**config.mk**
```make
export PLATFORM = sky130hd
export DESIGN_NAME = timer_regs
export DESIGN_NICKNAME = d
export VERILOG_FILES = /design/src/demo_pkg.sv /design/src/timer_regs.sv
export VERILOG_INCLUDE_DIRS = /design/src
export SDC_FILE = /design/constraint.sdc
export NUM_CORES = 1
export LEC_CHECK = 0
export ABC_AREA = 1
export BUFFER_PORTS_ARGS = -buffer_cell sky130_fd_sc_hd__buf_4
export CAP_MARGIN = 30
export CORE_UTILIZATION = 50
export CTS_CLUSTER_DIAMETER = 100
export DETAILED_ROUTE_END_ITERATION = 12
export PLACE_DENSITY = 0.72
export SYNTH_ARGS = -nofsm -noshare
export SYNTH_HDL_FRONTEND = slang
export SYNTH_SLANG_ARGS = --single-unit
```
**constraint.sdc**
```tcl
create_clock -name clk_sys_i -period 3.96 [get_ports clk_sys_i]
set_clock_uncertainty 0.1 [all_clocks]
set_input_delay 0.198 -clock clk_sys_i [delete_from_list [all_inputs] [get_ports clk_sys_i]]
set_output_delay 0.198 -clock clk_sys_i [all_outputs]
set_load 0.005 [all_outputs]
```
**src/demo_defines.svh**
```systemverilog
// Fixed memory map of the demo system. Bases must be aligned to their region size
// Region sizes must be powers of two
`ifndef DEMO_DEFINES_SVH
`define DEMO_DEFINES_SVH

// RAM region, shrunk to 1 KiB at the original base
`define DEMO_RAM_BASE 32'h0010_0000
`define DEMO_RAM_BYTES 1024

// Peripheral regions, one 4 KiB window each
`define DEMO_GPIO_BASE 32'h8000_0000
`define DEMO_TIMER_BASE 32'h8000_2000
`define DEMO_PERIPH_BYTES 4096

// GPIO pin counts
`define DEMO_GPI_WIDTH 8
`define DEMO_GPO_WIDTH 16

// Word index widths inside a region, byte bits excluded
`define DEMO_RAM_IDX_W ($clog2(`DEMO_RAM_BYTES) - 2)
`define DEMO_REG_IDX_W ($clog2(`DEMO_PERIPH_BYTES) - 2)

// Bus word width
`define DEMO_BUS_WIDTH 32

// Output pins are written in whole bytes
`define DEMO_GPO_BYTES (`DEMO_GPO_WIDTH / 8)

// RAM depth in words
`define DEMO_RAM_WORDS (`DEMO_RAM_BYTES / 4)

// Register offsets within a peripheral window, as word indices
`define DEMO_REG0_IDX 0
`define DEMO_REG1_IDX 1

// Timer compare value after reset, keeps the interrupt low
`define DEMO_CMP_RESET 32'hFFFF_FFFF

`endif

```
**src/demo_pkg.sv**
```systemverilog
// Shared types of the demo bus. Field widths follow the region sizes in the defines
`include "demo_defines.svh"

package demo_pkg;

  // Device picked by the address decoder
  typedef enum logic [1:0] {
    DEV_NONE,
    DEV_RAM,
    DEV_GPIO,
    DEV_TIMER
  } dev_sel_e;

  // One bus address, split either as RAM word index or as peripheral register
  typedef union packed {
    struct packed {
      logic [29-`DEMO_RAM_IDX_W:0] region;   // Compared against RAM base
      logic [`DEMO_RAM_IDX_W-1:0]  word_idx; // Word within the RAM
      logic [1:0]                  byte_off;
    } ram;
    struct packed {
      logic [29-`DEMO_REG_IDX_W:0] region;   // Compared against peripheral bases
      logic [`DEMO_REG_IDX_W-1:0]  reg_idx;  // Register word offset
      logic [1:0]                  byte_off;
    } periph;
  } bus_addr_u;

endpackage

```
**src/timer_regs.sv**
```systemverilog
// Word 0 is a free-running 32-bit counter, word 1 the compare value
// Interrupt is a level, high while counter >= compare, one cycle behind the values
`include "demo_defines.svh"

module timer_regs import demo_pkg::*; (
  input  logic        clk_sys_i,
  input  logic        rst_sys_ni,
  input  logic        req_i,
  input  logic        we_i,
  input  logic [3:0]  be_i,
  input  bus_addr_u   addr_i,
  input  logic [31:0] wdata_i,
  output logic [31:0] rdata_o,
  output logic        timer_irq_o
);

  logic [31:0] mtime_q;
  logic [31:0] mtime_d;
  logic [31:0] cmp_q;
  logic        time_sel;
  logic        cmp_sel;
  logic        time_we;
  logic        cmp_we;

  // Replace the enabled byte lanes of a register
  function automatic logic [31:0] merge_be(input logic [31:0] old_w,
                                           input logic [31:0] new_w,
                                           input logic [3:0]  be);
    logic [31:0] res;
    res = old_w;
    for (int i = 0; i < 4; i++) begin
      if (be[i]) begin
        res[8*i +: 8] = new_w[8*i +: 8];
      end
    end
    return res;
  endfunction

  assign time_sel = addr_i.periph.reg_idx == `DEMO_REG0_IDX;
  assign cmp_sel  = addr_i.periph.reg_idx == `DEMO_REG1_IDX;
  assign time_we  = req_i & we_i & time_sel;
  assign cmp_we   = req_i & we_i & cmp_sel;

  // A write loads the counter, counting resumes on the next cycle
  assign mtime_d = time_we ? merge_be(mtime_q, wdata_i, be_i) : mtime_q + 32'd1;

  always_ff @(posedge clk_sys_i or negedge rst_sys_ni) begin
    if (!rst_sys_ni) begin
      mtime_q     <= 32'h0;
      cmp_q       <= `DEMO_CMP_RESET;
      timer_irq_o <= 1'b0;
    end else begin
      mtime_q     <= mtime_d;
      timer_irq_o <= mtime_q >= cmp_q; // Compares the current values
      if (cmp_we) begin
        cmp_q <= merge_be(cmp_q, wdata_i, be_i);
      end
    end
  end

  always_ff @(posedge clk_sys_i or negedge rst_sys_ni) begin
    if (!rst_sys_ni) begin
      rdata_o <= 32'h0;
    end else if (req_i) begin
      if (!we_i && time_sel) begin
        rdata_o <= mtime_q; // Value at the request edge
      end else if (!we_i && cmp_sel) begin
        rdata_o <= cmp_q;
      end else begin
        rdata_o <= 32'h0;
      end
    end
  end

endmodule

```
=== Word-level counts from Yosys, hierarchy flattened ===
Cells that the tools add are included.

* Flip-flop bits (word level): 97
* Bits of input ports: 72
* Output and inout port bits: 33

* $add $sub $neg: 1
* $lt $le $gt $ge: 1
* Eq/ne operators: 5
* Muxes and demuxes: 7
* Bitwise gates (word level): 3
* Reductions and logical operators: 8

{| class="wikitable"
|+ Operator list
! cell !! count
|-
| $mux W32 || 3
|-
| $add A32 B1 Y32 const B || 1
|-
| $ge A32 B32 Y1 || 1
|-
| $mux W8 || 4
|-
| $eq A10 B1 Y1 const B || 1
|-
| $logic_not A10 Y1 || 1
|-
| $ne A2 B2 Y1 const B || 4
|-
| $reduce_and A2 Y1 || 4
|-
| $and A1 B1 Y1 || 3
|-
| $logic_and A1 B1 Y1 || 2
|-
| $logic_not A1 Y1 || 1
|}

=== Longest topological paths before layout ===
* Word-level depth: 4
* Mapped depth: 13
* Gate-level depth less buffers: 13

=== Least setup slack after synthesis ===
Ideal clock, no wire load.

* Path type: register -> register
* From: reg mtime_q[1]
* To: reg mtime_q[18]
* Setup time: 116 ps
* Arrival time: 1369 ps
* Data required time: 3744 ps
* Setup slack: 2375 ps
* Stages on the path, launching flop included: 11
* Clock period less this slack: 1585 ps
* Path through: dfrtp_1 -> ha_1 -> nand3_1 -> inv_1 -> nand2_1 -> nor2_2 -> nand2_1 -> nand2_1 -> nand3_1 -> nand2_1 -> nand2_1

* Cells in the longest elaborated chain, start to end: 2

{| class="wikitable"
|+ Ends and longest elaborated chain
! item !! line !! text
|-
| start, declared || timer_regs.sv:17 || <nowiki>logic [31:0] mtime_q;</nowiki>
|-
| start signal, assigned || timer_regs.sv:53 || <nowiki>mtime_q <= mtime_d;</nowiki>
|-
| $add A32 B1 Y32 || timer_regs.sv:45 || <nowiki>assign mtime_d = time_we ? merge_be(mtime_q, wdata_i, be_i) : mtime_q + 32'd1;</nowiki>
|-
| $mux W32 || timer_regs.sv:45 ||
|}

No other way between the ends.
A chain may end at the register's enable or synchronous reset.

=== Worst setup path after layout ===
* From: reg mtime_q[1]
* To: reg mtime_q[26]

Same word-level chain as after synthesis.

==> impl_metrics.yaml <==
critical_path:
  worstPathMaxFanout: 6
  path_class: "flip-flop to flip-flop"
  timing.rr.start: "mtime_q[1]$_DFFE_PN0P_"
  worstReg2RegEnd: "mtime_q[26]$_DFFE_PN0P_"
  critPathLaunchType: "flip-flop"
  rrSetupSlack_ns: 1.92
  r2r_cells: 10
  critical_path.endpoint_type: "flip-flop"
  critPathRequiredTime_ns: 4.10
  cp_data_arrival_time_ns: 2.19
yosys:
  syn_avg_cell_area_um2: 7.18
  synthesis.area_mm2: 0.00612
  synth.area.top_cells: "dfrtp_1 (27%), nand2_1 (18%), dfstp_2 (14%)"
  ys_ff_latch: 97
  ys_seq_area_share_pct: 40.3
  ys_types: 31
  synth_top_area_cell: "dfrtp_1"
  synth.top_cell.area_share_pct: 26.6
  synth_cells: 853
  synth_nets: 958
  ys_warn_count: 0
global_route:
  antenna_found_initial: 0
  grt_pass1_vias: 5479
  grt.total_usage_pct: 26.4
  grt_max_degree: 77
  grt_pass1_wl_um: 26700
  grt_overflow: 0
timing:
  final.setup.tns_ns: 0
  fin_hold_ws_ns: -0.00488
  period_minus_slack_ns: 2.04
  worstMarginPinSlew_ns: 0.687
  slew_viol_final: 0
  slew_headroom_pct: 54.2
  hold_viol: 1
  rsz0062_at_grt: "false"
  fin_crit_sh_pct: 51.6
  fmax_mhz: 489
  finalSetupViolCount: 0
cts:
  ctsResizeCount: 0
  clkLatencyLatePin_ns: 0.35
  hold_buffers: 31
  cts_buffers: 9
  clk_pin_slew_ns: 0.07
  cts_tree: "built"
  cts_root_buffer: "clkbuf_16"
  clk_path_buf_depth: 2
  clock_sinks: 97
  h-tree-depth: 3
  cts_setup_buffers: 0
min_path:
  hold_class: "primary input to flip-flop"
  min_path_cells: 3
  min_delay_worst_endpoint: "cmp_q[5]$_DFFE_PN1P_"
  min_from: "wdata_i[5]"
detailed_routing:
  ant_nets: 0
  wirelength_um: 15600
  drtIter0Drc: 359
  first_pass_iters: 5
  drc: 0
  vias: 5819
  vias_per_cell: 5.26
  routedWlPerCell_um: 14.1
floorplan:
  coreArea_mm2: 0.0120
  die-area_mm2: 0.0127
  fp.dieH_um: 113
  start_util_pct: 51.2
  num_rows: 40
  ios: 105
  die_width_um: 113
power_and_ir_drop:
  leakagePower_nw: 3.86
  sequentialPowerShare_pct: 45.4
  swShare_pct: 28.4
  clkPwrFrac_pct: 36.6
  ir_drop_mv: 0.189
  p_comb_share_pct: 17.9
  internal_power_mw: 1.85
  p_sw_mw: 0.734
  power_density_mw_per_mm2: 345
finish:
  fillerInstances: 1114
  layout.nets: 1059
  seqCellArea_mm2: 0.00247
  antennaDiodeCount: 0
  multi_input_area_mm2: 0.00328
  final_util_pct: 62.6
  drive_gt1_share_pct: 15.8
  finalNonFillerCells: 1106
  syn2layout_area_growth_pct: 22.3
status:
  status: "finished with violations"
  violations: "hold timing"
place:
  place.gp.congestion: 0.857
  placed_cells: 1058
  dpl.hpwl_um: 10700
  port_buffers: 82
job:
  cap_viol_max_count: 0
stage by stage:
stage | hold slack, ns | power (mW) | setup WS [ns] | area (um2)
final | -0.00488 | 2.59 | 1.92 | 7490
after global routing | 0.0107 | 2.72 | 1.73 | 7490
after CTS | 0.00325 | 2.60 | 1.94 | 7470
after detailed placement | 0.318 | 1.62 | 1.65 | 6840
after global placement | 0.308 | 1.61 | 1.69 | 6830
after floorplan | -0.198 | 1.43 | 2.37 | 6120
per-layer routing:
layer  share of wire (%)  GRT usage [%]
met5                   0              0
met4                 1.4           8.27
met3                 3.2           2.11
met2                  47           43.1
met1                  48           37.3
cell families (layout without fill, tap and decap cells):
kind of cell | count (synthesis) | in the layout | synth area share [%]
simple gates | 513 | 513 | 36.1
compound gates | 105 | 105 | 9.03
flops | 97 | 97 | 40.3
mux | 1 | 1 | 0.163
xor+xnor | 10 | 10 | 1.43
fa+ha+maj | 33 | 33 | 6.74
buf+inv | 94 | 200 | 6.23
cell type report:
| type | instances | area share [%] |
|---|---|---|
| tap | 147 | 2.46 |
| sequential | 97 | 32.9 |
| multi-input combinational | 662 | 43.7 |
| clock buffer | 13 | 3.34 |
| inverter | 62 | 3.11 |
| timing repair buffer | 122 | 13.5 |
| clock inverter | 3 | 0.869 |
layout by cell type (no fill, tap or decap), types with 9 or more instances in the layout:
cell / count
nand3_1: 29
nand2_1: 294
a21oi_1: 51
dfstp_2: 32
nor2_1: 123
nand4_1: 36
inv_1: 61
ha_1: 33
clkbuf_16: 9
dfrtp_1: 65
buf_4: 89
dlygate4sd3_1: 31
o21ai_0: 34
nand3b_1: 14
o21ai_1: 9
worst max-delay path, cell delays in order, from the launching register on:
cell     delay (ns)
dfrtp_1        0.43
ha_1           0.20
nand3_1        0.17
inv_1          0.19
nand2_1        0.19
nor2_2         0.30
nand2_1        0.09
nand2_1        0.06
nand3_1        0.08
nand2_1        0.07
nand2_1        0.04
sequential cells by signal (all words and copies together) (netlist names):
name	count
cmp_q	32
mtime_q	32
rdata_o	32
timer_irq_o	1
cell usage after synthesis:
master / instances
o21bai_1: 1
dfrtp_1: 65
nor3_4: 1
nor2_2: 4
nor2_4: 6
or2_2: 2
buf_1: 3
dfstp_2: 32
inv_2: 1
nand3b_1: 14
xnor2_1: 4
o21a_1: 2
inv_1: 61
o211ai_1: 8
buf_4: 4
nand2_1: 294
o21ai_0: 34
ha_1: 33
nor3_1: 1
xor2_1: 6
nand4_1: 36
clkbuf_1: 14
nand4_4: 1
mux2i_1: 1
o21ai_1: 9
nand3_1: 29
and2_1: 1
a21oi_1: 51
buf_2: 11
nor2_1: 123
nand3_4: 1
power by group through the flow:
stage                     Clock [mW]  Sequential, mW  Combinational (mW)
after floorplan                    0            1.16               0.270
after CTS                      0.960            1.17               0.463
after global placement             0            1.19               0.423
after global routing            1.01            1.19               0.524
after detailed placement           0            1.19               0.434
final                          0.947            1.17               0.464
worst max-delay path by stage:
stage                     slack [ns]                   start                       to
after floorplan                 2.37  mtime_q[1]$_DFFE_PN0P_  mtime_q[18]$_DFFE_PN0P_
after global placement          1.69               addr_i[2]   mtime_q[8]$_DFFE_PN0P_
after detailed placement        1.65               addr_i[2]   mtime_q[8]$_DFFE_PN0P_
after CTS                       1.94  mtime_q[1]$_DFFE_PN0P_  mtime_q[26]$_DFFE_PN0P_
after global routing            1.73  mtime_q[1]$_DFFE_PN0P_  mtime_q[18]$_DFFE_PN0P_
final                           1.92  mtime_q[1]$_DFFE_PN0P_  mtime_q[26]$_DFFE_PN0P_
Note: power is estimated with default switching activity, not from simulation.
