$ cat src/demo_defines.svh
// Fixed memory map of the demo system. Bases must be aligned to their region size
// Region sizes must be powers of two
`ifndef DEMO_DEFINES_SVH
`define DEMO_DEFINES_SVH

// RAM region, shrunk to 1 KiB at the original base
`define DEMO_RAM_BASE 32'h0010_0000
`define DEMO_RAM_BYTES 1024

// Peripheral regions, one 4 KiB window each
`define DEMO_GPIO_BASE 32'h8000_0000
`define DEMO_TIMER_BASE 32'h8000_2000
`define DEMO_PERIPH_BYTES 4096

// GPIO pin counts
`define DEMO_GPI_WIDTH 8
`define DEMO_GPO_WIDTH 16

// Word index widths inside a region, byte bits excluded
`define DEMO_RAM_IDX_W ($clog2(`DEMO_RAM_BYTES) - 2)
`define DEMO_REG_IDX_W ($clog2(`DEMO_PERIPH_BYTES) - 2)

// Bus word width
`define DEMO_BUS_WIDTH 32

// Output pins are written in whole bytes
`define DEMO_GPO_BYTES (`DEMO_GPO_WIDTH / 8)

// RAM depth in words
`define DEMO_RAM_WORDS (`DEMO_RAM_BYTES / 4)

// Register offsets within a peripheral window, as word indices
`define DEMO_REG0_IDX 0
`define DEMO_REG1_IDX 1

// Timer compare value after reset, keeps the interrupt low
`define DEMO_CMP_RESET 32'hFFFF_FFFF

`endif

$ cat src/demo_pkg.sv
// Shared types of the demo bus. Field widths follow the region sizes in the defines
`include "demo_defines.svh"

package demo_pkg;

  // Device picked by the address decoder
  typedef enum logic [1:0] {
    DEV_NONE,
    DEV_RAM,
    DEV_GPIO,
    DEV_TIMER
  } dev_sel_e;

  // One bus address, split either as RAM word index or as peripheral register
  typedef union packed {
    struct packed {
      logic [29-`DEMO_RAM_IDX_W:0] region;   // Compared against RAM base
      logic [`DEMO_RAM_IDX_W-1:0]  word_idx; // Word within the RAM
      logic [1:0]                  byte_off;
    } ram;
    struct packed {
      logic [29-`DEMO_REG_IDX_W:0] region;   // Compared against peripheral bases
      logic [`DEMO_REG_IDX_W-1:0]  reg_idx;  // Register word offset
      logic [1:0]                  byte_off;
    } periph;
  } bus_addr_u;

endpackage

$ cat src/gpio_regs.sv
// Word 0 is the output register, word 1 the synchronized input pins
// Inputs show up in the readable register two cycles after they change
`include "demo_defines.svh"

module gpio_regs import demo_pkg::*; (
  input  logic                       clk_sys_i,
  input  logic                       rst_sys_ni,
  input  logic                       req_i,
  input  logic                       we_i,
  input  logic [3:0]                 be_i,
  input  bus_addr_u                  addr_i,
  input  logic [31:0]                wdata_i,
  input  logic [`DEMO_GPI_WIDTH-1:0] gp_i,
  output logic [31:0]                rdata_o,
  output logic [`DEMO_GPO_WIDTH-1:0] gp_o
);

  logic [`DEMO_GPI_WIDTH-1:0] gp_meta_q;
  logic [`DEMO_GPI_WIDTH-1:0] gp_in_q;
  logic                       out_sel;
  logic                       in_sel;

  assign out_sel = addr_i.periph.reg_idx == `DEMO_REG0_IDX;
  assign in_sel  = addr_i.periph.reg_idx == `DEMO_REG1_IDX;

  always_ff @(posedge clk_sys_i or negedge rst_sys_ni) begin
    if (!rst_sys_ni) begin
      gp_o      <= '0;
      gp_meta_q <= '0;
      gp_in_q   <= '0;
    end else begin
      gp_meta_q <= gp_i; // Two-flop synchronizer
      gp_in_q   <= gp_meta_q;
      if (req_i && we_i && out_sel) begin
        for (int i = 0; i < `DEMO_GPO_BYTES; i++) begin
          if (be_i[i]) begin
            gp_o[8*i +: 8] <= wdata_i[8*i +: 8];
          end
        end
      end
    end
  end

  always_ff @(posedge clk_sys_i or negedge rst_sys_ni) begin
    if (!rst_sys_ni) begin
      rdata_o <= 32'h0;
    end else if (req_i) begin
      if (!we_i && out_sel) begin
        rdata_o <= {{(32-`DEMO_GPO_WIDTH){1'b0}}, gp_o};
      end else if (!we_i && in_sel) begin
        rdata_o <= {{(32-`DEMO_GPI_WIDTH){1'b0}}, gp_in_q};
      end else begin
        rdata_o <= 32'h0; // Writes and unused offsets
      end
    end
  end

endmodule

$ cat config.mk
export PLATFORM = sky130hd
export DESIGN_NAME = gpio_regs
export DESIGN_NICKNAME = d
export VERILOG_FILES = /design/src/demo_pkg.sv /design/src/gpio_regs.sv
export VERILOG_INCLUDE_DIRS = /design/src
export SDC_FILE = /design/constraint.sdc
export NUM_CORES = 1
export LEC_CHECK = 0
export BUFFER_PORTS_ARGS = -buffer_cell sky130_fd_sc_hd__buf_2
export CORE_MARGIN = 8
export CORE_UTILIZATION = 37
export CTS_CLUSTER_SIZE = 10
export DETAILED_ROUTE_END_ITERATION = 8
export PLACE_DENSITY_LB_ADDON = 0.3
export SLEW_MARGIN = 20
export SYNTH_ARGS = -nofsm -noshare
export SYNTH_HDL_FRONTEND = slang
export SYNTH_SLANG_ARGS = --single-unit
$ cat constraint.sdc
create_clock -name clk_sys_i -period 0.8 [get_ports clk_sys_i]
set_clock_uncertainty 0.05 [all_clocks]
set_input_delay 0.08 -clock clk_sys_i [delete_from_list [all_inputs] [get_ports clk_sys_i]]
set_output_delay 0.08 -clock clk_sys_i [all_outputs]
set_load 0.05 [all_outputs]
## Word level (Yosys, flattened, before mapping)

Cells that the tools add are included.

| storage, ports and cells | value |
|---|---|
| flip-flop bits (word level) | 64 |
| bits of input ports | 80 |
| word-level logic and storage cells | 16 |
| output and inout bits | 48 |

| operators by class | value |
|---|---|
| muxes and demuxes | 2 |
| equal/unequal tests | 1 |
| reduce and logical (&&, ||, !) cells | 8 |

Operator list:

| cell | number |
|---|---|
| $mux 16 | 1 |
| $eq 10x1->1 const B | 1 |
| $logic_not 10->1 | 1 |
| $mux 8 | 1 |
| $logic_and 1x1->1 | 4 |
| $reduce_and 2->1 | 2 |
| $logic_not 1->1 | 1 |

## Longest topological paths before layout

Gate-level depths: netlist of run 1.

| logic depth | value |
|---|---|
| word-level depth | 4 |
| depth in mapped cells | 5 |
| mapped depth without buffers | 3 |

## Worst setup path before layout of run 1

Ideal clock, no wire load.

| timing | value |
|---|---|
| kind | input -> register |
| start | input req_i |
| end | register gp_o[0] |
| required time | 0.625 ns |
| arrival time | 1.563 ns |
| library setup time | 0.125 ns |
| stages | 4 |
| path slack | -0.938 ns |
| path through | buf_4 -> or4b_4 -> nor4_4 -> mux2_2 |

| between the ends | value |
|---|---|
| longest elaborated chain between the ends | 3 |

Ends and longest elaborated chain:

| element | RTL line | text |
|---|---|---|
| from (decl) | gpio_regs.sv:8 | `input logic req_i,` |
| $logic_and 1x1->1 (2 in a row) | gpio_regs.sv:34 | `if (req_i && we_i && out_sel) begin` |
| $reduce_and 2->1 (no source line) | - |  |
| to (signal, indexed assignment) | gpio_regs.sv:37 | `gp_o[8*i +: 8] <= wdata_i[8*i +: 8];` |
| to (decl) | gpio_regs.sv:15 | `` output logic [`DEMO_GPO_WIDTH-1:0] gp_o `` |

No other way between the ends.
A chain may end at the register's enable or synchronous reset.

## Worst setup path after layout of run 1

| timing | value |
|---|---|
| start | input addr_i[4] in the netlist's numbering |
| end | register rdata_o[7] |

| between the ends | value |
|---|---|
| longest elaborated chain between the ends | 4 |

Ends and longest elaborated chain:

| element | RTL line | text |
|---|---|---|
| from (decl) | gpio_regs.sv:11 | `input bus_addr_u addr_i,` |
| $eq 10x1->1 (no source line) | - |  |
| $logic_and 1x1->1 | gpio_regs.sv:50 | `end else if (!we_i && in_sel) begin` |
| $mux 8 | gpio_regs.sv:50 |  |
| $mux 16 (*) | gpio_regs.sv:48 | `if (!we_i && out_sel) begin` |
| to (signal assigned) | gpio_regs.sv:49 | `` rdata_o <= {{(32-`DEMO_GPO_WIDTH){1'b0}}, gp_o}; `` |
| to (signal assigned) | gpio_regs.sv:51 | `` rdata_o <= {{(32-`DEMO_GPI_WIDTH){1'b0}}, gp_in_q}; `` |
| to (decl) | gpio_regs.sv:14 | `output logic [31:0] rdata_o,` |

Mark *: on every way between the ends. The rest lies on a longest branch, timed or not.

==> impl_metrics.csv, run 1 <==
group,metric,value,unit
logic_synthesis,synth.avg_cell_area,13.2,um2
global_routing,grt_use_total,12.7,%
logic_synthesis,yosys.area.top_type,"dfrtp_1",
floorplanning,core,0.00504,mm2
pwr,peakVddDrop,1390,uV
clock_network,clock_sinks,48,
clock_network,cts_tree,"yes",
worst_setup_path,critical_path_class,"primary input to register",
worst_setup_path,cp_data_required_time,970,ps
sta,min_period,1340,ps
sta,hold_viol_final,16,
outcome,violations,"negative hold slack, negative setup slack",
floorplanning,row_count,26,
clock_network,ctsRootBufferMaster,"clkbuf_8",
pwr,powerDensity,1470,mW/mm2
logic_synthesis,synth-seq-cells,48,
outcome,status,"complete, but fails checks",
pwr,power,4.44,mW
detailed_routing,vias_per_cell,4.36,
worst_setup_path,end_kind,"register",
job,max_cap_viol_count,0,
clock_network,clk_path_buf_depth,2,
pwr,pwr-share-seq,55.9,%
clock_network,clk_latency,300,ps
sta,rsz0062_at_grt,"yes",
sta,max_freq,748,MHz
pwr,p_sw,1.10,mW
logic_synthesis,netlist_instances,144,
cells_and_area,drive_above_1_share,54.1,%
pwr,clkPwrFrac,33.0,%
logic_synthesis,yosys_warnings,0,
detailed_routing,wl_per_cell,15.0,um
worst_setup_path,crit_fanout,8,
floorplanning,die-area,0.00770,mm2
pwr,netSwitchingFraction,24.7,%
global_routing,grt_first_pass_wirelength,7400,um
clock_network,clkTransAtPathRegs,90,ps
cells_and_area,final_common_cell,"dfrtp_1",
floorplanning,io_pins,128,
cells_and_area,num_antenna_cells,0,
global_routing,grt_max_degree,49,
pwr,internal_power,3.34,mW
pwr,p_comb_share,11.1,%
floorplanning,dieHeight,87.8,um
sta,slew_viol_final,0,
placed_design,placed_cells,287,
clock_network,h-tree-depth,2,
floorplanning,initial_core_util,37.8,%
placed_design,port_buffers,71,
worst_setup_path,startpoint_type,"primary input",
hold_path,min_path_type,"primary input to register",
cells_and_area,final_util,59.9,%
sta,whs,-42.6,ps
cells_and_area,final_cells,325,
placed_design,place_congestion,0.725,
placed_design,dp_hpwl,3290,um
logic_synthesis,synth_area_leaders,"dfrtp_1, mux2_2, buf_4",
sta,setup_slack,-538,ps
clock_network,holdBufCountCts,9,
detailed_routing,first_iter_violations,29,
cells_and_area,area_delta_synth_final,58.4,%
detailed_routing,wirelength,4890,um
detailed_routing,drt_pre_antenna_iters,3,
global_routing,grt-ovfl-total,0,
logic_synthesis,synth.distinct_cells,16,
detailed_routing,vias,1416,
clock_network,numCtsBuffers,5,
detailed_routing,postRouteAntennaNets,0,
pwr,power_leakage,1.50,nW
detailed_routing,post-route-drc-count,0,
global_routing,antenna_found_initial,0,
logic_synthesis,synth_seq_area_share,63.0,%
logic_synthesis,synth_top_area_share,63.0,%
worst_setup_path,arrival,1510,ps
floorplanning,die_w,87.8,um
sta,setup_viol,64,
cells_and_area,final_cell_mix,"dfrtp_1, buf_2, buf_6, buf_4, inv_1",
logic_synthesis,syn-cell-area,0.00191,mm2
cells_and_area,final_net_count,334,
sta,timing.final.crit_share,167,%
global_routing,grt_pass1_vias,1481,
sta,tns,-22000,ps
-- power by group through the flow --
stage / logic, mW / registers (mW) / clock network, mW
finish: 0.491 / 2.48 / 1.47
global route: 0.524 / 2.49 / 1.63
CTS: 0.487 / 2.48 / 1.52
detailed placement: 0.429 / 2.53 / 0
global placement: 0.425 / 2.53 / 0
floorplan: 0.299 / 2.54 / 0
-- state kept, by name, summed over array words and instances (netlist names) --
signal     cells
gp_in_q        8
gp_meta_q      8
gp_o          16
rdata_o       16
-- final cells by class --
class | count | area (um2)
clock buffer | 7 | 86.3
multi-input combinational | 66 | 653
fill | 423 | 2020
timing repair buffer | 109 | 893
tap | 70 | 87.6
inverter | 24 | 90.1
clock inverter | 1 | 7.51
sequential | 48 | 1200
-- critical path, stage by stage --
cell     delay [ps]
buf_6            90
or4b_4          580
or4_4           620
o22ai_1         130
-- timing repair --
| item | CTS | global route |
|---|---|---|
| pin swaps | 7 | 3 |
| endpoints found under the hold margin | 72 | 16 |
| setup endpoints to repair | 64 | 64 |
| gates cloned | 0 | 0 |
| resized for setup | 88 | 5 |
| setup buffers | 18 | 3 |
-- cells by family after synthesis --
kind of cell,count (synthesis),synth area share [%]
buffers and inverters,45,12.3
AOI/OAI and AO/OA,16,5.25
muxes,24,13.7
other,1,0.197
DFF,48,63.0
and+or+nand+nor,10,5.51
-- cell usage after synthesis, drive strengths merged --
master  instances
buf            19
or4             1
o22ai          16
conb            1
mux2i           8
dfrtp          48
nand3b          2
mux2           16
nor2            1
inv            24
clkbuf          2
nor4            2
or3             2
or4b            2
-- per-stage QoR --
stage	hold WS (ps)	worst slack, ps	instance area (um2)
5_1_grt	-59.6	-552	3020
3_5_place_dp	34.7	-983	2340
6_report	-42.6	-538	3020
3_3_place_gp	33.0	-946	2340
2_1_floorplan	-266	-786	1990
4_1_cts	-52.0	-545	2970
-- path summary, 6_finish.rpt --
path | to | slack, ps | startpoint | cells past startpoint
max | rdata_o[7] | -540 | addr_i[4] | 4
min | gp_o[1] | -40 | wdata_i[1] | 2
max reg2reg | rdata_o[2] | -180 | gp_o[2] | 3
min reg2reg | gp_in_q[3] | 300 | gp_meta_q[3] | 0
max in group asynchronous | gp_meta_q[6] | 230 | rst_sys_ni | 3
min in group asynchronous | gp_meta_q[4] | 240 | rst_sys_ni | 3
-- routing by layer --
| layer | vias up | wire length, um | track usage (%) |
|---|---|---|---|
| met3 | 4 | 449 | 4.60 |
| met1 | 703 | 1800 | 13.7 |
| met4 | 0 | 29 | 3.75 |
| li1 | 662 | - | - |
| met5 | - | 0 | 0 |
| met2 | 47 | 2610 | 22.5 |
Power figures use the tool's default switching activity.
==> inputs of run 2 (changes only) <==
Settings changed: MAX_ROUTING_LAYER from default to met4.
==> impl_metrics.csv, run 2 (synthesis gave the netlist of run 1 again) <==
group,metric,value,unit
outcome,status,"complete, but fails checks",
outcome,violations,"negative hold slack, negative setup slack",
sta,min_period,1340,ps
detailed_routing,vias,1416,
clock_network,numCtsBuffers,5,
clock_network,clkTransAtPathRegs,90,ps
sta,max_freq,748,MHz
floorplanning,row_count,26,
cells_and_area,num_antenna_cells,0,
placed_design,dp_hpwl,3290,um
detailed_routing,drt_pre_antenna_iters,3,
sta,hold_viol_final,16,
cells_and_area,final_util,59.9,%
sta,whs,-42.7,ps
job,max_cap_viol_count,0,
clock_network,h-tree-depth,2,
floorplanning,die-area,0.00770,mm2
sta,setup_slack,-538,ps
detailed_routing,wirelength,4890,um
worst_setup_path,arrival,1510,ps
floorplanning,die_w,87.8,um
clock_network,holdBufCountCts,9,
cells_and_area,largest_registers,"gp_o x16, rdata_o x16",
clock_network,clock_sinks,48,
cells_and_area,final_common_cell,"dfrtp_1",
worst_setup_path,crit_fanout,8,
hold_path,min_path_type,"primary input to register",
clock_network,cts_tree,"yes",
clock_network,clk_path_buf_depth,2,
worst_setup_path,max_stage_delay,620,ps
cells_and_area,final_net_count,334,
detailed_routing,post-route-drc-count,0,
global_routing,antenna_found_initial,0,
floorplanning,dieHeight,87.8,um
cells_and_area,area_delta_synth_final,58.4,%
sta,timing.final.crit_share,167,%
worst_setup_path,startpoint_type,"primary input",
detailed_routing,wl_per_cell,15.0,um
floorplanning,core,0.00504,mm2
detailed_routing,postRouteAntennaNets,0,
global_routing,grt_max_degree,49,
cells_and_area,drive_above_1_share,54.1,%
clock_network,clk_latency,300,ps
sta,rsz0062_at_grt,"yes",
sta,setup_viol,64,
placed_design,pre_cts_ws,-983,ps
global_routing,grt_use_total,13.0,%
worst_setup_path,end_kind,"register",
pwr,power_leakage,1.50,nW
sta,slew_viol_final,0,
pwr,peakVddDrop,1390,uV
pwr,power,4.44,mW
cells_and_area,fillers,423,
placed_design,place_congestion,0.734,
global_routing,grt-ovfl-total,0,
placed_design,port_buffers,71,
worst_setup_path,crit_chain,"buf_6 -> or4b_4 -> or4_4 -> o22ai_1",
detailed_routing,vias_per_cell,4.36,
worst_setup_path,critical_path_class,"primary input to register",
pwr,powerDensity,1470,mW/mm2
cells_and_area,final_cell_mix,"dfrtp_1, buf_2, buf_6, buf_4, inv_1",
worst_setup_path,cp_data_required_time,970,ps
floorplanning,io_pins,128,
worst_setup_path,slowest_stage,"or4_4",
clock_network,ctsRootBufferMaster,"clkbuf_8",
floorplanning,initial_core_util,37.8,%
global_routing,grt_pass1_vias,1484,
detailed_routing,first_iter_violations,29,
global_routing,grt_first_pass_wirelength,7390,um
## run 2: through the flow
step	cell area (um2)	TNS [ps]	std cells	hold WS, ps
after floorplan	1990	-24360	159	-266
after global routing	3020	-23510	325	-59.6
after CTS	2970	-22110	322	-52.0
after global placement	2340	-28060	287	33.0
final	3020	-22000	325	-42.7
after detailed placement	2340	-28380	287	34.7
## run 2: final cells by class
| type | instances | area (um2) | area share [%] |
|---|---|---|---|
| inverters | 24 | 90.1 | 2.98 |
| well taps | 70 | 87.6 | 2.90 |
| flip-flops and latches | 48 | 1200 | 39.8 |
| clock inverters | 1 | 7.51 | 0.249 |
| repair buffers | 109 | 893 | 29.6 |
| multi-input cells | 66 | 653 | 21.6 |
| clock buffers | 7 | 86.3 | 2.86 |
## run 2: critical path, delay by kind of cell
family                 cells  cell delay [ps]
AO/OA/AOI/OAI              1              130
buffers and inverters      1               90
AND/OR/NAND/NOR            2             1200
## run 2: routing by layer
layer  wire, um  up-vias  GRT usage (%)  part of all wire (%)
met4         30        0           3.75                  0.61
met3        408        4           4.22                   8.3
met1       1840      703           13.9                    38
met2       2610       47           22.5                    53
met5          0        -              -                     0
li1           -      662              -                     -
## run 2: report_power, final
group | total [mW] | switching [mW] | internal, mW
Combinational | 0.491 | 0.323 | 0.169
Sequential | 2.48 | 0.0122 | 2.47
Clock | 1.47 | 0.764 | 0.703
## run 2: worst paths after layout
kind | startpoint | endpoint | slack [ps] | cells after the start
hold reg to reg | gp_meta_q[3] | gp_in_q[3] | 300 | 0
hold / removal | wdata_i[1] | gp_o[1] | -40 | 2
setup / recovery | addr_i[4] | rdata_o[7] | -540 | 4
min in group asynchronous | rst_sys_ni | gp_meta_q[4] | 240 | 3
max in group asynchronous | rst_sys_ni | gp_meta_q[6] | 230 | 3
setup reg to reg | gp_o[2] | rdata_o[2] | -180 | 3
## run 2: timing repair
action / in CTS / in global routing
gates resized for setup: 88 / 5
hold endpoints to repair: 72 / 16
buffers inserted: 18 / 3
endpoints found under the setup margin: 64 / 64
pin swaps: 7 / 3
