File: config.mk
export PLATFORM = sky130hd
export DESIGN_NAME = bus_decoder
export DESIGN_NICKNAME = d
export VERILOG_FILES = /design/src/demo_pkg.sv /design/src/bus_decoder.sv
export VERILOG_INCLUDE_DIRS = /design/src
export SDC_FILE = /design/constraint.sdc
export NUM_CORES = 1
export LEC_CHECK = 0
export BUFFER_PORTS_ARGS = -buffer_cell sky130_fd_sc_hd__buf_4
export CORE_AREA = 2 2 107 109
export CTS_BUF_LIST = sky130_fd_sc_hd__clkbuf_8
export DETAILED_ROUTE_END_ITERATION = 10
export DIE_AREA = 0 0 109 111
export GPL_TIMING_DRIVEN = 0
export PLACE_DENSITY = 0.59
export SETUP_SLACK_MARGIN = 0.5
export SLEW_MARGIN = 20
export SYNTH_ARGS = -nofsm -noshare
export SYNTH_HDL_FRONTEND = slang
export SYNTH_SLANG_ARGS = --single-unit
File: constraint.sdc
create_clock -name clk_sys_i -period 1.4 [get_ports clk_sys_i]
set_input_delay 0.14 -clock clk_sys_i [delete_from_list [all_inputs] [get_ports clk_sys_i]]
set_output_delay 0.14 -clock clk_sys_i [all_outputs]
set_load 0.02 [all_outputs]
File: src/demo_defines.svh
// Fixed memory map of the demo system. Bases must be aligned to their region size
// Region sizes must be powers of two
`ifndef DEMO_DEFINES_SVH
`define DEMO_DEFINES_SVH

// RAM region, shrunk to 1 KiB at the original base
`define DEMO_RAM_BASE 32'h0010_0000
`define DEMO_RAM_BYTES 1024

// Peripheral regions, one 4 KiB window each
`define DEMO_GPIO_BASE 32'h8000_0000
`define DEMO_TIMER_BASE 32'h8000_2000
`define DEMO_PERIPH_BYTES 4096

// GPIO pin counts
`define DEMO_GPI_WIDTH 8
`define DEMO_GPO_WIDTH 16

// Word index widths inside a region, byte bits excluded
`define DEMO_RAM_IDX_W ($clog2(`DEMO_RAM_BYTES) - 2)
`define DEMO_REG_IDX_W ($clog2(`DEMO_PERIPH_BYTES) - 2)

// Bus word width
`define DEMO_BUS_WIDTH 32

// Output pins are written in whole bytes
`define DEMO_GPO_BYTES (`DEMO_GPO_WIDTH / 8)

// RAM depth in words
`define DEMO_RAM_WORDS (`DEMO_RAM_BYTES / 4)

// Register offsets within a peripheral window, as word indices
`define DEMO_REG0_IDX 0
`define DEMO_REG1_IDX 1

// Timer compare value after reset, keeps the interrupt low
`define DEMO_CMP_RESET 32'hFFFF_FFFF

`endif

File: src/demo_pkg.sv
// Shared types of the demo bus. Field widths follow the region sizes in the defines
`include "demo_defines.svh"

package demo_pkg;

  // Device picked by the address decoder
  typedef enum logic [1:0] {
    DEV_NONE,
    DEV_RAM,
    DEV_GPIO,
    DEV_TIMER
  } dev_sel_e;

  // One bus address, split either as RAM word index or as peripheral register
  typedef union packed {
    struct packed {
      logic [29-`DEMO_RAM_IDX_W:0] region;   // Compared against RAM base
      logic [`DEMO_RAM_IDX_W-1:0]  word_idx; // Word within the RAM
      logic [1:0]                  byte_off;
    } ram;
    struct packed {
      logic [29-`DEMO_REG_IDX_W:0] region;   // Compared against peripheral bases
      logic [`DEMO_REG_IDX_W-1:0]  reg_idx;  // Register word offset
      logic [1:0]                  byte_off;
    } periph;
  } bus_addr_u;

endpackage

File: src/bus_decoder.sv
// Single host, no grant stall. Every request is answered one cycle later
// Unmapped addresses answer with err and zero read data
`include "demo_defines.svh"

module bus_decoder import demo_pkg::*; (
  input  logic        clk_sys_i,
  input  logic        rst_sys_ni,
  input  logic        bus_req_i,
  input  logic        bus_we_i,
  input  logic [3:0]  bus_be_i,
  input  bus_addr_u   bus_addr_i,
  input  logic [31:0] bus_wdata_i,
  output logic        dev_we_o,
  output logic [3:0]  dev_be_o,
  output bus_addr_u   dev_addr_o,
  output logic [31:0] dev_wdata_o,
  output logic        ram_req_o,
  output logic        gpio_req_o,
  output logic        timer_req_o,
  input  logic [31:0] ram_rdata_i,
  input  logic [31:0] gpio_rdata_i,
  input  logic [31:0] timer_rdata_i,
  output logic        bus_rvalid_o,
  output logic [31:0] bus_rdata_o,
  output logic        bus_err_o
);

  localparam logic [31:0] RAM_BASE   = `DEMO_RAM_BASE;
  localparam logic [31:0] GPIO_BASE  = `DEMO_GPIO_BASE;
  localparam logic [31:0] TIMER_BASE = `DEMO_TIMER_BASE;

  logic     ram_hit;
  logic     gpio_hit;
  logic     timer_hit;
  dev_sel_e sel_d;
  dev_sel_e sel_q;
  logic     rvalid_q;

  // Region match on the upper address bits only
  assign ram_hit   = bus_addr_i.ram.region == RAM_BASE[31:`DEMO_RAM_IDX_W+2];
  assign gpio_hit  = bus_addr_i.periph.region == GPIO_BASE[31:`DEMO_REG_IDX_W+2];
  assign timer_hit = bus_addr_i.periph.region == TIMER_BASE[31:`DEMO_REG_IDX_W+2];

  always_comb begin
    sel_d = DEV_NONE;
    if (ram_hit) begin
      sel_d = DEV_RAM;
    end else if (gpio_hit) begin
      sel_d = DEV_GPIO;
    end else if (timer_hit) begin
      sel_d = DEV_TIMER;
    end
  end

  assign ram_req_o   = bus_req_i & (sel_d == DEV_RAM);
  assign gpio_req_o  = bus_req_i & (sel_d == DEV_GPIO);
  assign timer_req_o = bus_req_i & (sel_d == DEV_TIMER);

  // Shared request payload, only the strobes are per device
  assign dev_we_o    = bus_we_i;
  assign dev_be_o    = bus_be_i;
  assign dev_addr_o  = bus_addr_i;
  assign dev_wdata_o = bus_wdata_i;

  always_ff @(posedge clk_sys_i or negedge rst_sys_ni) begin
    if (!rst_sys_ni) begin
      rvalid_q <= 1'b0;
      sel_q    <= DEV_NONE;
    end else begin
      rvalid_q <= bus_req_i;
      sel_q    <= bus_req_i ? sel_d : DEV_NONE; // Idle cycles select nothing
    end
  end

  always_comb begin
    case (sel_q)
      DEV_RAM:   bus_rdata_o = ram_rdata_i;
      DEV_GPIO:  bus_rdata_o = gpio_rdata_i;
      DEV_TIMER: bus_rdata_o = timer_rdata_i;
      default:   bus_rdata_o = 32'h0;
    endcase
  end

  assign bus_rvalid_o = rvalid_q;
  assign bus_err_o    = rvalid_q & (sel_q == DEV_NONE);

endmodule

Yosys cells after proc, flatten, opt, wreduce, memory -nomap -nowiden

Index checks and enable logic that the tools add are counted.

Equal/unequal tests: 9
Bitwise gates (word level): 4
Reductions and logical operators: 1
Mux-type cells: 5

Operators with widths:

| kind                                             | number |
|---|---|
| case mux 32 bit (3 select lines)                 | 1 |
| == test 20 bit (second input constant)           | 2 |
| == test 22 x 11 -> 1 bit (second input constant) | 1 |
| == test 2 bit (second input constant)            | 4 |
| 2-to-1 mux 2 bit                                 | 4 |
| AND 1 bit                                        | 4 |
| == test 2 x 1 -> 1 bit (second input constant)   | 2 |
| logical NOT 2 bit                                | 1 |

Register bits after elaboration: 3
Bits of input ports: 168

Depth between registers and ports, before layout

Gate-level depths: netlist of run 1.

Depth in word-level cells: 6
Depth in mapped cells: 5
Mapped depth without buffers: 3

Worst setup path before layout of run 1

Ideal clock, no wire load.

Path type: input port to output port
From: input port bus_addr_i[26] (netlist bit)
To: output port gpio_req_o
Path slack: -0.120 ns
Stages on the path: 3
Arrival: 1.380 ns
Path buffers: 0
Path through: or4_4 > or3b_4 > nor3_2

Cells in the longest elaborated chain, start to end: 6
Elaborated cells on any way between the ends: 8
Classes of those cells: eq/ne: 4; mux: 3; bitwise: 1

Ends and longest elaborated chain:

| what                 | RTL line          | RTL |
|---|---|---|
| from (decl)          | bus_decoder.sv:11 | `input bus_addr_u bus_addr_i,` |
| == test 20 bit       | bus_decoder.sv:42 | `` assign timer_hit = bus_addr_i.periph.region == TIMER_BASE[31:`DEMO_REG_IDX_W+2]; `` |
| 2-to-1 mux 2 bit     | bus_decoder.sv:50 | `end else if (timer_hit) begin` |
| 2-to-1 mux 2 bit     | bus_decoder.sv:48 | `end else if (gpio_hit) begin` |
| 2-to-1 mux 2 bit (*) | bus_decoder.sv:46 | `if (ram_hit) begin` |
| == test 2 bit (*)    | bus_decoder.sv:56 | `assign gpio_req_o = bus_req_i & (sel_d == DEV_GPIO);` |
| AND 1 bit (*)        | bus_decoder.sv:56 |  |
| to (decl)            | bus_decoder.sv:18 | `output logic gpio_req_o,` |

Every way passes the cells marked *; elsewhere a longest branch is shown, timed or not.

Final worst setup path of run 1

From: register sel_q[1]
To: output port bus_rdata_o[21]

Cells in the longest elaborated chain, start to end: 2
Elaborated cells on any way between the ends: 4
Classes of those cells: eq/ne: 3; mux: 1

Ends and longest elaborated chain:

| what                                                           | RTL line          | RTL |
|---|---|---|
| from (decl)                                                    | bus_decoder.sv:36 | `dev_sel_e sel_q;` |
| from (signal assigned)                                         | bus_decoder.sv:71 | `sel_q <= bus_req_i ? sel_d : DEV_NONE;` |
| == test 2 bit / == test 2 x 1 -> 1 bit (equally long branches) | bus_decoder.sv:76 | `case (sel_q)` |
| case mux 32 bit (3 select lines) (*)                           | bus_decoder.sv:76 |  |
| to (decl)                                                      | bus_decoder.sv:24 | `output logic [31:0] bus_rdata_o,` |

Marks and branches as above.

==> impl_metrics.ini, run 1 <==
[status]
status = complete, but fails checks
violations = negative setup slack

[final_layout]
layout.nets = 574
layout_commonest_cell = buf_4
area_growth_pct = 199
nFillCells = 1081
finalNonFillerCells = 548
drive_above_1_share_pct = 97.0
antenna-diode-count = 0
final_core_util_pct = 38.2
most-common-layout-cells = 257 x buf_4, 45 x buf_6, 32 x a22o_4, 31 x mux2_4, 6 x buf_12

[clock_network]
clock_sinks = 3
h-tree-depth = 1
cts-buffers-inserted = 3
clk_pin_slew_ns = 0.03
cts_tree = built
cts_root_buffer = clkbuf_8
cts_buffer_depth = 2

[logic_synthesis]
syn_inst = 166
avgSynthCellArea_um2 = 8.52
ys_ff_latch = 3
synth.cell_area_um2 = 1410
synth.largest_area_cell = buf_4
ys_types = 21
yosysTopAreaCellShare_pct = 36.6
ys_seq_area_share_pct = 5.31
yosysWarnings = 0
synth.area.top_cells = buf_4 37%, mux2_1 25%, a22o_1 20%, dfrtp_1 5.3%, buf_2 2.1%
synthesis.nets = 334

[global_route]
grt_pass1_wl_mm = 11.2
grt_pass1_vias = 2316
grt_max_degree = 11
grt_use_total_pct = 11.7
grt-ovfl-total = 0
antenna_found_initial = 0

[worst_setup_path]
cp.required_ns = 1.26
crit_chain = buf_8 -> buf_12 -> mux2_4 -> a22o_4 -> buf_6
worstSetupEndpointType = primary output
worstSetupStartpointType = flop
crit_path_max_fanout = 10
cp_data_arrival_time_ns = 1.55
max_stage_delay_ns = 0.37
cp_slowest_cell = dfrtp_1
critPathKind = reg2out

[floorplanning]
ios = 274
row_count = 39
core_region_area_um2 = 11100
initial_core_util_pct = 12.8
dieArea_um2 = 12100
die_x_um = 109
die_h_um = 111

[sta]
slew_headroom_pct = 78.4
finalCritPeriodShare_pct = 121
timing.final.ws_setup_ns = -0.294
final_max_slew_viol_count = 0
hold_violations = 0
grt_setup_unrepaired = yes
setup_viol = 36
min_period_ns = 1.69
clock.fmax_mhz = 590
worst_pin_slew_ns = 0.324

[drt]
antenna_left = 0
wl_per_cell_um = 14.4
drc = 0
drtIter0Drc = 60
vias_per_cell = 3.94
routed_wl_mm = 7.91
first_pass_iters = 3
dr_total_vias = 2158

[job]
max-cap-violations = 0

[power]
vdd_ir_drop_max_mv = 0.232
finalPower_mw = 1.20
p_leak_nw = 2.28
power.density_nw_per_um2 = 284

[place]
place.gp.congestion = 0.803
dp_hpwl_mm = 6.97
placed_cells = 535
dp_slack_ns = -0.285
numPortBuffers = 226

[min_path]
hp-class = in2reg
power breakdown:
part	switching [mW]	internal [mW]
clock network	0.0580	0.187
registers	0.00191	0.0888
logic	0.324	0.542
total	0.384	0.817
metrics by stage:
step	TNS [ns]	hold slack, ns	area (µm²)
after floorplan	-0.144	-0.156	1960
after CTS	-10.72	0.0560	4080
after global routing	-10.85	0.0540	4230
final	-9.49	0.0547	4230
after detailed placement	-5.53	-0.0687	3840
after global placement	-5.64	-0.0692	3840
final timing paths:
| path | start | to | slack, ns | cells past startpoint |
|---|---|---|---|---|
| setup / recovery | sel_q[1]$_DFF_PN0_ | bus_rdata_o[21] | -0.29 | 5 |
| hold / removal | bus_req_i | bus_rvalid_o$_DFF_PN0_ | 0.05 | 1 |
| max in group asynchronous | rst_sys_ni | sel_q[1]$_DFF_PN0_ | 1.04 | 2 |
| min in group asynchronous | rst_sys_ni | bus_rvalid_o$_DFF_PN0_ | 0.26 | 2 |
registers in the layout, summed over array words and instances (netlist names):
signal        cells
sel_q             2
bus_rvalid_o      1
layer usage:
layer	up-vias	global-route usage (%)	share of wire (%)
met5	-	0	0
met4	0	1.28	0.34
met3	4	3.06	12
met2	157	25.5	59
met1	983	10.3	29
li1	1014	-	-
logic make-up (layout without fill, tap and decap cells):
logic type,count (synthesis),count (layout),share of synthesized area (%)
multiplexers,32,32,25.5
flip-flops,3,3,5.31
AO/OA/AOI/OAI,33,33,20.4
buffers and inverters,82,321,40.6
AND/OR/NAND/NOR,16,16,8.23
layout make-up:
cell class | count | area (µm²) | share of cell area [%]
tap | 143 | 179 | 4.23
clock buffer | 3 | 41.3 | 0.977
clock inverter | 1 | 3.75 | 0.0888
multi-input combinational | 81 | 1250 | 29.7
sequential | 3 | 75.1 | 1.78
buffer | 81 | 717 | 17.0
timing repair buffer | 235 | 1950 | 46.2
inverter | 1 | 3.75 | 0.0888
synth_stat cells, drive strengths merged:
library cell,instances
a22o,32
nor4b,2
mux2,32
or3b,1
inv,1
nand2,1
nand3b,1
buf,75
or4,1
nor2b,1
clkbuf,6
nor2,2
dfrtp,3
nor4,2
nand4,1
nor3,3
nor3b,1
a211oi,1
worst max-delay path: cells and delay by family (launching register included):
kind,cells,cell delay [ns]
buffers and inverters,3,0.43
AO/OA/AOI/OAI,1,0.23
flip-flops,1,0.37
multiplexers,1,0.30
what timing repair did:
action / in CTS / in global routing
cloned: 0 / 1
gates resized for setup: 34 / 29
pin swaps: 5 / 3
setup buffers: 5 / 2
hold buffers: 1 / 0
endpoints found under the hold margin: 3 / 0
setup endpoints to repair: 39 / 39
No activity file was read; power rests on OpenSTA's default activity.
==> run 2: changes to the inputs <==
--- a/config.mk
+++ b/config.mk
@@ -7,10 +7,11 @@
 export NUM_CORES = 1
 export LEC_CHECK = 0
 export BUFFER_PORTS_ARGS = -buffer_cell sky130_fd_sc_hd__buf_4
-export CORE_AREA = 2 2 107 109
+export CAP_MARGIN = 5
+export CORE_AREA = 2 2 106 108
 export CTS_BUF_LIST = sky130_fd_sc_hd__clkbuf_8
 export DETAILED_ROUTE_END_ITERATION = 10
-export DIE_AREA = 0 0 109 111
+export DIE_AREA = 0 0 108 110
 export GPL_TIMING_DRIVEN = 0
 export PLACE_DENSITY = 0.59
 export SETUP_SLACK_MARGIN = 0.5
==> constraint.sdc (replaced) <==
create_clock -name clk_sys_i -period 1.7 [get_ports clk_sys_i]
set_input_delay 0.17 -clock clk_sys_i [delete_from_list [all_inputs] [get_ports clk_sys_i]]
set_output_delay 0.17 -clock clk_sys_i [all_outputs]
set_load 0.02 [all_outputs]
==> run 2 against run 1 <==
The flow still finishes with violations (negative setup slack). Non-clock buffer count did not move. Final cell count is 0.55% lower. Total power shrank 18%. Critical path depth is the same. Core utilization grew 1.0 points. Final area is 0.86% lower. Sequential share of layout area is essentially flat. Global-route usage down 0.56 points. Clock power is 16% lower. Worst hold slack improved by 0.026 ns. Sequential power decreased by 18%. First-iteration DRC count is 15% lower.
==> impl_metrics.ini, run 2 (synthesis gave the netlist of run 1 again) <==
[status]
status = complete, but fails checks
violations = negative setup slack

[worst_setup_path]
cp_slowest_cell = dfrtp_1
cp_data_arrival_time_ns = 1.55
crit_path_max_fanout = 10
crit_chain = buf_8 -> buf_12 -> mux2_4 -> a22o_4 -> buf_4
worstSetupEndpointType = primary output
worstSetupStartpointType = flop
max_stage_delay_ns = 0.37
critPathLaunch = sel_q[1]$_DFF_PN0_
cp.required_ns = 1.53
critPathKind = reg2out

[power]
power.density_nw_per_um2 = 236
p_leak_nw = 2.27
finalPower_mw = 0.990
vdd_ir_drop_max_mv = 0.147

[sta]
worst_pin_slew_ns = 0.329
min_period_ns = 1.72
whs_ns = 0.0807
grt_setup_unrepaired = yes
final_max_slew_viol_count = 0
clock.fmax_mhz = 581
setup_viol = 28
timing.final.ws_setup_ns = -0.0217
hold_violations = 0
slew_headroom_pct = 78.0
finalCritPeriodShare_pct = 101

[global_route]
grtUsageMet2_pct = 24.6
grt_max_degree = 11
grt-ovfl-total = 0
grt-busiest-layer = met2
grt_pass1_wl_mm = 10.2
gr-usage-met1_pct = 9.81
grt_use_total_pct = 11.1
grt_pass1_vias = 2067
antenna_found_initial = 0
use_met3_pct = 2.76

[drt]
first_pass_iters = 2
routed_wl_mm = 7.81
drc = 0
drtIter0Drc = 51
antenna_left = 0
wl_per_cell_um = 14.3
dr_total_vias = 2114
vias_per_cell = 3.88

[floorplanning]
die_h_um = 110
die_x_um = 108
row_count = 38
core_region_area_um2 = 10700
ios = 274
dieArea_um2 = 11900
initial_core_util_pct = 13.2

[final_layout]
regArea_um2 = 75.1
drive_above_1_share_pct = 96.8
multi_input_area_um2 = 1240
layout_commonest_cell = buf_4
antenna-diode-count = 0
nFillCells = 1039
finalNonFillerCells = 545
area_growth_pct = 196
regMostFlops = sel_q
layout.nets = 574
most-common-layout-cells = 262 x buf_4, 40 x buf_6, 32 x a22o_4, 31 x mux2_4, 6 x buf_12
largest_register_ffs = 2

[min_path]
holdCritStartpoint = bus_req_i
hp-class = in2reg

[clock_network]
h-tree-depth = 1
cts_buffer_depth = 2
clock_sinks = 3
cts_tree = built
clk_pin_slew_ns = 0.03
cts_root_buffer = clkbuf_8
cts-buffers-inserted = 3

[place]
dp_hpwl_mm = 6.69
place.gp.congestion = 0.795
dp_slack_ns = -0.164
numPortBuffers = 226
placed_cells = 532

[job]
max-cap-violations = 0
## run 2: cell counts in the layout (fill, tap and decap cells not counted)
Identical to the previous run, type by type.
## run 2: report_power, final
part,switching (mW),internal (mW),leakage [nW]
Combinational,0.264,0.445,2.20
Sequential,0.000943,0.0731,0.0396
Clock,0.0525,0.154,0.0269
Total,0.318,0.672,2.27
## run 2: worst paths after layout
kind                                     endpoint  slack [ns]  cells past startpoint
setup / recovery                  bus_rdata_o[22]       -0.02                      5
hold / removal             bus_rvalid_o$_DFF_PN0_        0.08                      1
max in group asynchronous      sel_q[1]$_DFF_PN0_        1.29                      2
min in group asynchronous  bus_rvalid_o$_DFF_PN0_        0.31                      2
## run 2: metrics by stage
stage | instance area [µm²] | setup TNS [ns] | util [%]
after floorplan | 1900 | 0 | -
after global placement | 3770 | -1.33 | 35.3
after detailed placement | 3770 | -1.25 | 35.3
after CTS | 4020 | -1.72 | 37.6
after global routing | 4190 | -1.46 | 39.2
final | 4190 | -0.206 | 39.2
## run 2: per-layer routing
metal / wire length (µm) / part of all wire, % / vias to the layer above
li1: - / - / 1016
met1: 2240 / 29 / 950
met2: 4690 / 60 / 144
met3: 829 / 11 / 4
met4: 48 / 0.61 / 0
met5: 0 / 0 / -
## run 2: what timing repair did
action | 4_1_cts | 5_1_grt
endpoints found under the hold margin | 3 | 0
setup buffers | 5 | 2
resized for setup | 32 | 35
setup endpoints to repair | 38 | 37
gates cloned | 0 | 1
pin swaps | 6 | 7
hold buffers | 1 | 0
## run 2: area by class of cell
type | count | share of cell area (%)
buffer | 81 | 17.1
clock buffer | 3 | 0.985
clock inverter | 1 | 0.0896
inverter | 1 | 0.0896
multi-input combinational | 81 | 29.6
sequential | 3 | 1.79
tap | 140 | 4.18
timing repair buffer | 235 | 46.2
## run 2: critical path, delay by kind of cell (launching register included)
family / cells / cell delay (ns)
AOI/OAI and AO/OA: 1 / 0.21
buffers and inverters: 3 / 0.45
DFF: 1 / 0.37
muxes: 1 / 0.30
==> run 3: changes to the inputs <==
--- a/config.mk
+++ b/config.mk
@@ -6,14 +6,15 @@
 export SDC_FILE = /design/constraint.sdc
 export NUM_CORES = 1
 export LEC_CHECK = 0
-export BUFFER_PORTS_ARGS = -buffer_cell sky130_fd_sc_hd__buf_4
+export ABC_AREA = 1
 export CAP_MARGIN = 5
-export CORE_AREA = 2 2 106 108
+export CORE_AREA = 2 2 105 107
 export CTS_BUF_LIST = sky130_fd_sc_hd__clkbuf_8
 export DETAILED_ROUTE_END_ITERATION = 10
-export DIE_AREA = 0 0 108 110
+export DIE_AREA = 0 0 107 109
+export DONT_BUFFER_PORTS = 1
 export GPL_TIMING_DRIVEN = 0
-export PLACE_DENSITY = 0.59
+export PLACE_DENSITY = 0.37
 export SETUP_SLACK_MARGIN = 0.5
 export SLEW_MARGIN = 20
 export SYNTH_ARGS = -nofsm -noshare
==> run 3 against run 2 <==
The flow now finishes without violations. Flip-flop and latch count is the same. Wire length down 26%. Clock power is 4% lower. Final cell count is 24% lower. Sequential share of layout area increased by 1.7 points. First-iteration DRC count decreased by 22%. Final area is 46% lower. Combinational power shrank 62%. Critical path depth unchanged. Highest routed layer unchanged. Synthesized cell count grew 57%. Area after synthesis is 1.3% higher. Via count shrank 21%. Largest power group unchanged.
==> impl_metrics.ini, run 3 <==
[global_route]
grt_pass1_vias = 1541
use_met3_pct = 1.85
gr-usage-met1_pct = 7.45
grt_max_degree = 11
grt_use_total_pct = 8.07
grt_pass1_wl_mm = 7.29
antenna_found_initial = 0
grtUsageMet2_pct = 16.5
grt-busiest-layer = met2
grt-ovfl-total = 0

[logic_synthesis]
yosysWarnings = 0
synthArstFlopShare_pct = 100
synthesis.nets = 429
ys_types = 13
synth_edf_count = 0
avgSynthCellArea_um2 = 5.49
netlist_top_cells_count = 104 x nand2_1, 72 x buf_4, 33 x nand3_1
yosysTopAreaCellShare_pct = 37.7
ys_seq_area_share_pct = 5.24
synthSimpleGateAreaFrac_pct = 48.6
synth.area.top_cells = buf_4 38%, nand2_1 27%, nand3_1 12%, dfrtp_1 5.2%, nor2_1 5.2%
synth_xor_area_share_pct = 0
ys_ff_latch = 3
synthAdderAreaFrac_pct = 0
syn_inst = 261
synth_compound_area_share_pct = 0
synth.area.mux_share_pct = 0
synth.cell_area_um2 = 1430
synth_most_common_cell = nand2_1
synth_ff_type = dfrtp_1
synth.largest_area_cell = buf_4
synth_top_family_by_area = simple AND/OR/NAND/NOR gates

[power]
power.switching_mw = 0.200
power.density_nw_per_um2 = 242
pwr-share-clk_pct = 36.5
p_sw_share_pct = 36.7
finalPower_mw = 0.544
vdd_ir_drop_max_mv = 0.187
p_comb_share_pct = 49.5
internal_power_mw = 0.344
pwr-share-seq_pct = 14.0
p_leak_nw = 1.22

[job]
max-cap-violations = 0

[clock_network]
cts-buffers-inserted = 3
clk_pin_slew_ns = 0.03
clock_sinks = 3
cts_tree = built
h-tree-depth = 1
cts_root_buffer = clkbuf_8
cts_buffer_depth = 2

[worst_setup_path]
worstSetupStartpointType = flop
cp_data_arrival_time_ns = 1.28
crit_path_max_fanout = 10
worstSetupEndpointType = primary output
cp.required_ns = 1.53
critPathKind = reg2out

[floorplanning]
core_region_area_um2 = 10600
die_h_um = 109
row_count = 38
die_x_um = 107
dieArea_um2 = 11700
initial_core_util_pct = 13.5
ios = 274

[final_layout]
area_growth_pct = 57.0
regMostFlops = sel_q
layout.nets = 444
fin_area_um2 = 2250
drive_above_1_share_pct = 56.7
most-common-layout-cells = 82 x nand2_1, 74 x buf_4, 23 x nand3_4, 21 x nand2_2, 18 x nor2_1
layout_commonest_cell = nand2_1
multi_input_area_um2 = 1130
largest_register_ffs = 2
nFillCells = 1177
regArea_um2 = 77.6
antenna-diode-count = 0

[place]
dp_hpwl_mm = 4.57
place.gp.congestion = 0.701
placed_area_um2 = 1610
numPortBuffers = 0

[drt]
vias_per_cell = 4.04
wl_per_cell_um = 13.9
dr_total_vias = 1677
antenna_left = 0
drtIter0Drc = 40
routed_wl_mm = 5.79
first_pass_iters = 4
drc = 0

[sta]
grt_setup_unrepaired = yes
setup_tns_ns = 0
finalCritPeriodShare_pct = 85.3
final_max_slew_viol_count = 0
hold_violations = 0
worst_pin_slew_ns = 0.320
min_period_ns = 1.45
clock.fmax_mhz = 690
slew_headroom_pct = 78.7
setup_viol = 0

[min_path]
hp-class = in2reg
holdPathStages = 2
worst_hold_path.endpoint = sel_q[0]$_DFF_PN0_
holdCritStartpoint = bus_req_i

[status]
status = complete, no violations
## run 3: cells by family (layout without fill, tap and decap cells)
kind of cell / after synthesis / after routing
buf+inv: 92 / 106
flops: 3 / 3
simple gates: 166 / 166
## run 3: power groups by stage
stage	clock (mW)	sequential [mW]	combinational [mW]
6_report	0.199	0.0759	0.270
5_1_grt	0.209	0.0761	0.281
4_1_cts	0.207	0.0762	0.271
3_5_place_dp	0	0.0770	0.266
3_3_place_gp	0	0.0770	0.268
2_1_floorplan	0	0.0760	0.254
## run 3: critical path, cell delays in order, from the launching register on
cell and delay, ns:
dfrtp_2 0.44, nor2_4 0.16, buf_12 0.14, buf_12 0.13, nand2_1 0.09, nand3_4 0.10
## run 3: final cells by class
class / instances / share of cell area (%)
Multi-Input combinational cell: 166 / 50.3
Buffer: 78 / 28.9
Tap cell: 140 / 7.79
Timing Repair Buffer: 10 / 5.17
Sequential cell: 3 / 3.45
Inverter: 14 / 2.45
Clock buffer: 3 / 1.84
Clock inverter: 1 / 0.167
## run 3: repair_timing
item                                    CTS  global route
gates cloned                              1             0
endpoints found under the setup margin   34            35
pin swaps                                 5             2
hold endpoints to repair                  4             0
hold buffers                              2             0
resized for setup                        65            37
setup buffers                             5             2
## run 3: worst max-delay path by stage
stage / end / cells after the start / slack (ns) / startpoint
2_1_floorplan: bus_rdata_o[17] / 5 / 0.54 / sel_q[1]$_DFF_PN0_
6_report: bus_rdata_o[13] / 5 / 0.25 / sel_q[1]$_DFF_PN0_
3_3_place_gp: bus_rdata_o[20] / 5 / 0.29 / sel_q[0]$_DFF_PN0_
3_5_place_dp: bus_rdata_o[20] / 5 / 0.27 / sel_q[0]$_DFF_PN0_
4_1_cts: bus_rdata_o[31] / 6 / 0.24 / sel_q[0]$_DFF_PN0_
5_1_grt: bus_rdata_o[13] / 5 / 0.20 / sel_q[1]$_DFF_PN0_
## run 3: per-stage QoR
step	hold WS, ns	util, %	instances	setup WS (ns)
5_1_grt	0.162	21.2	415	0.196
3_3_place_gp	-0.125	15.2	401	0.291
4_1_cts	0.142	19.3	413	0.236
2_1_floorplan	-0.126	-	261	0.541
6_report	0.144	21.2	415	0.250
3_5_place_dp	-0.125	15.2	401	0.274
## run 3: per-layer routing
layer	vias up	wire length [µm]	share of wire (%)
met5	-	0	0
met4	0	201	3.5
met3	16	623	11
met2	154	3310	57
met1	746	1650	29
li1	761	-	-
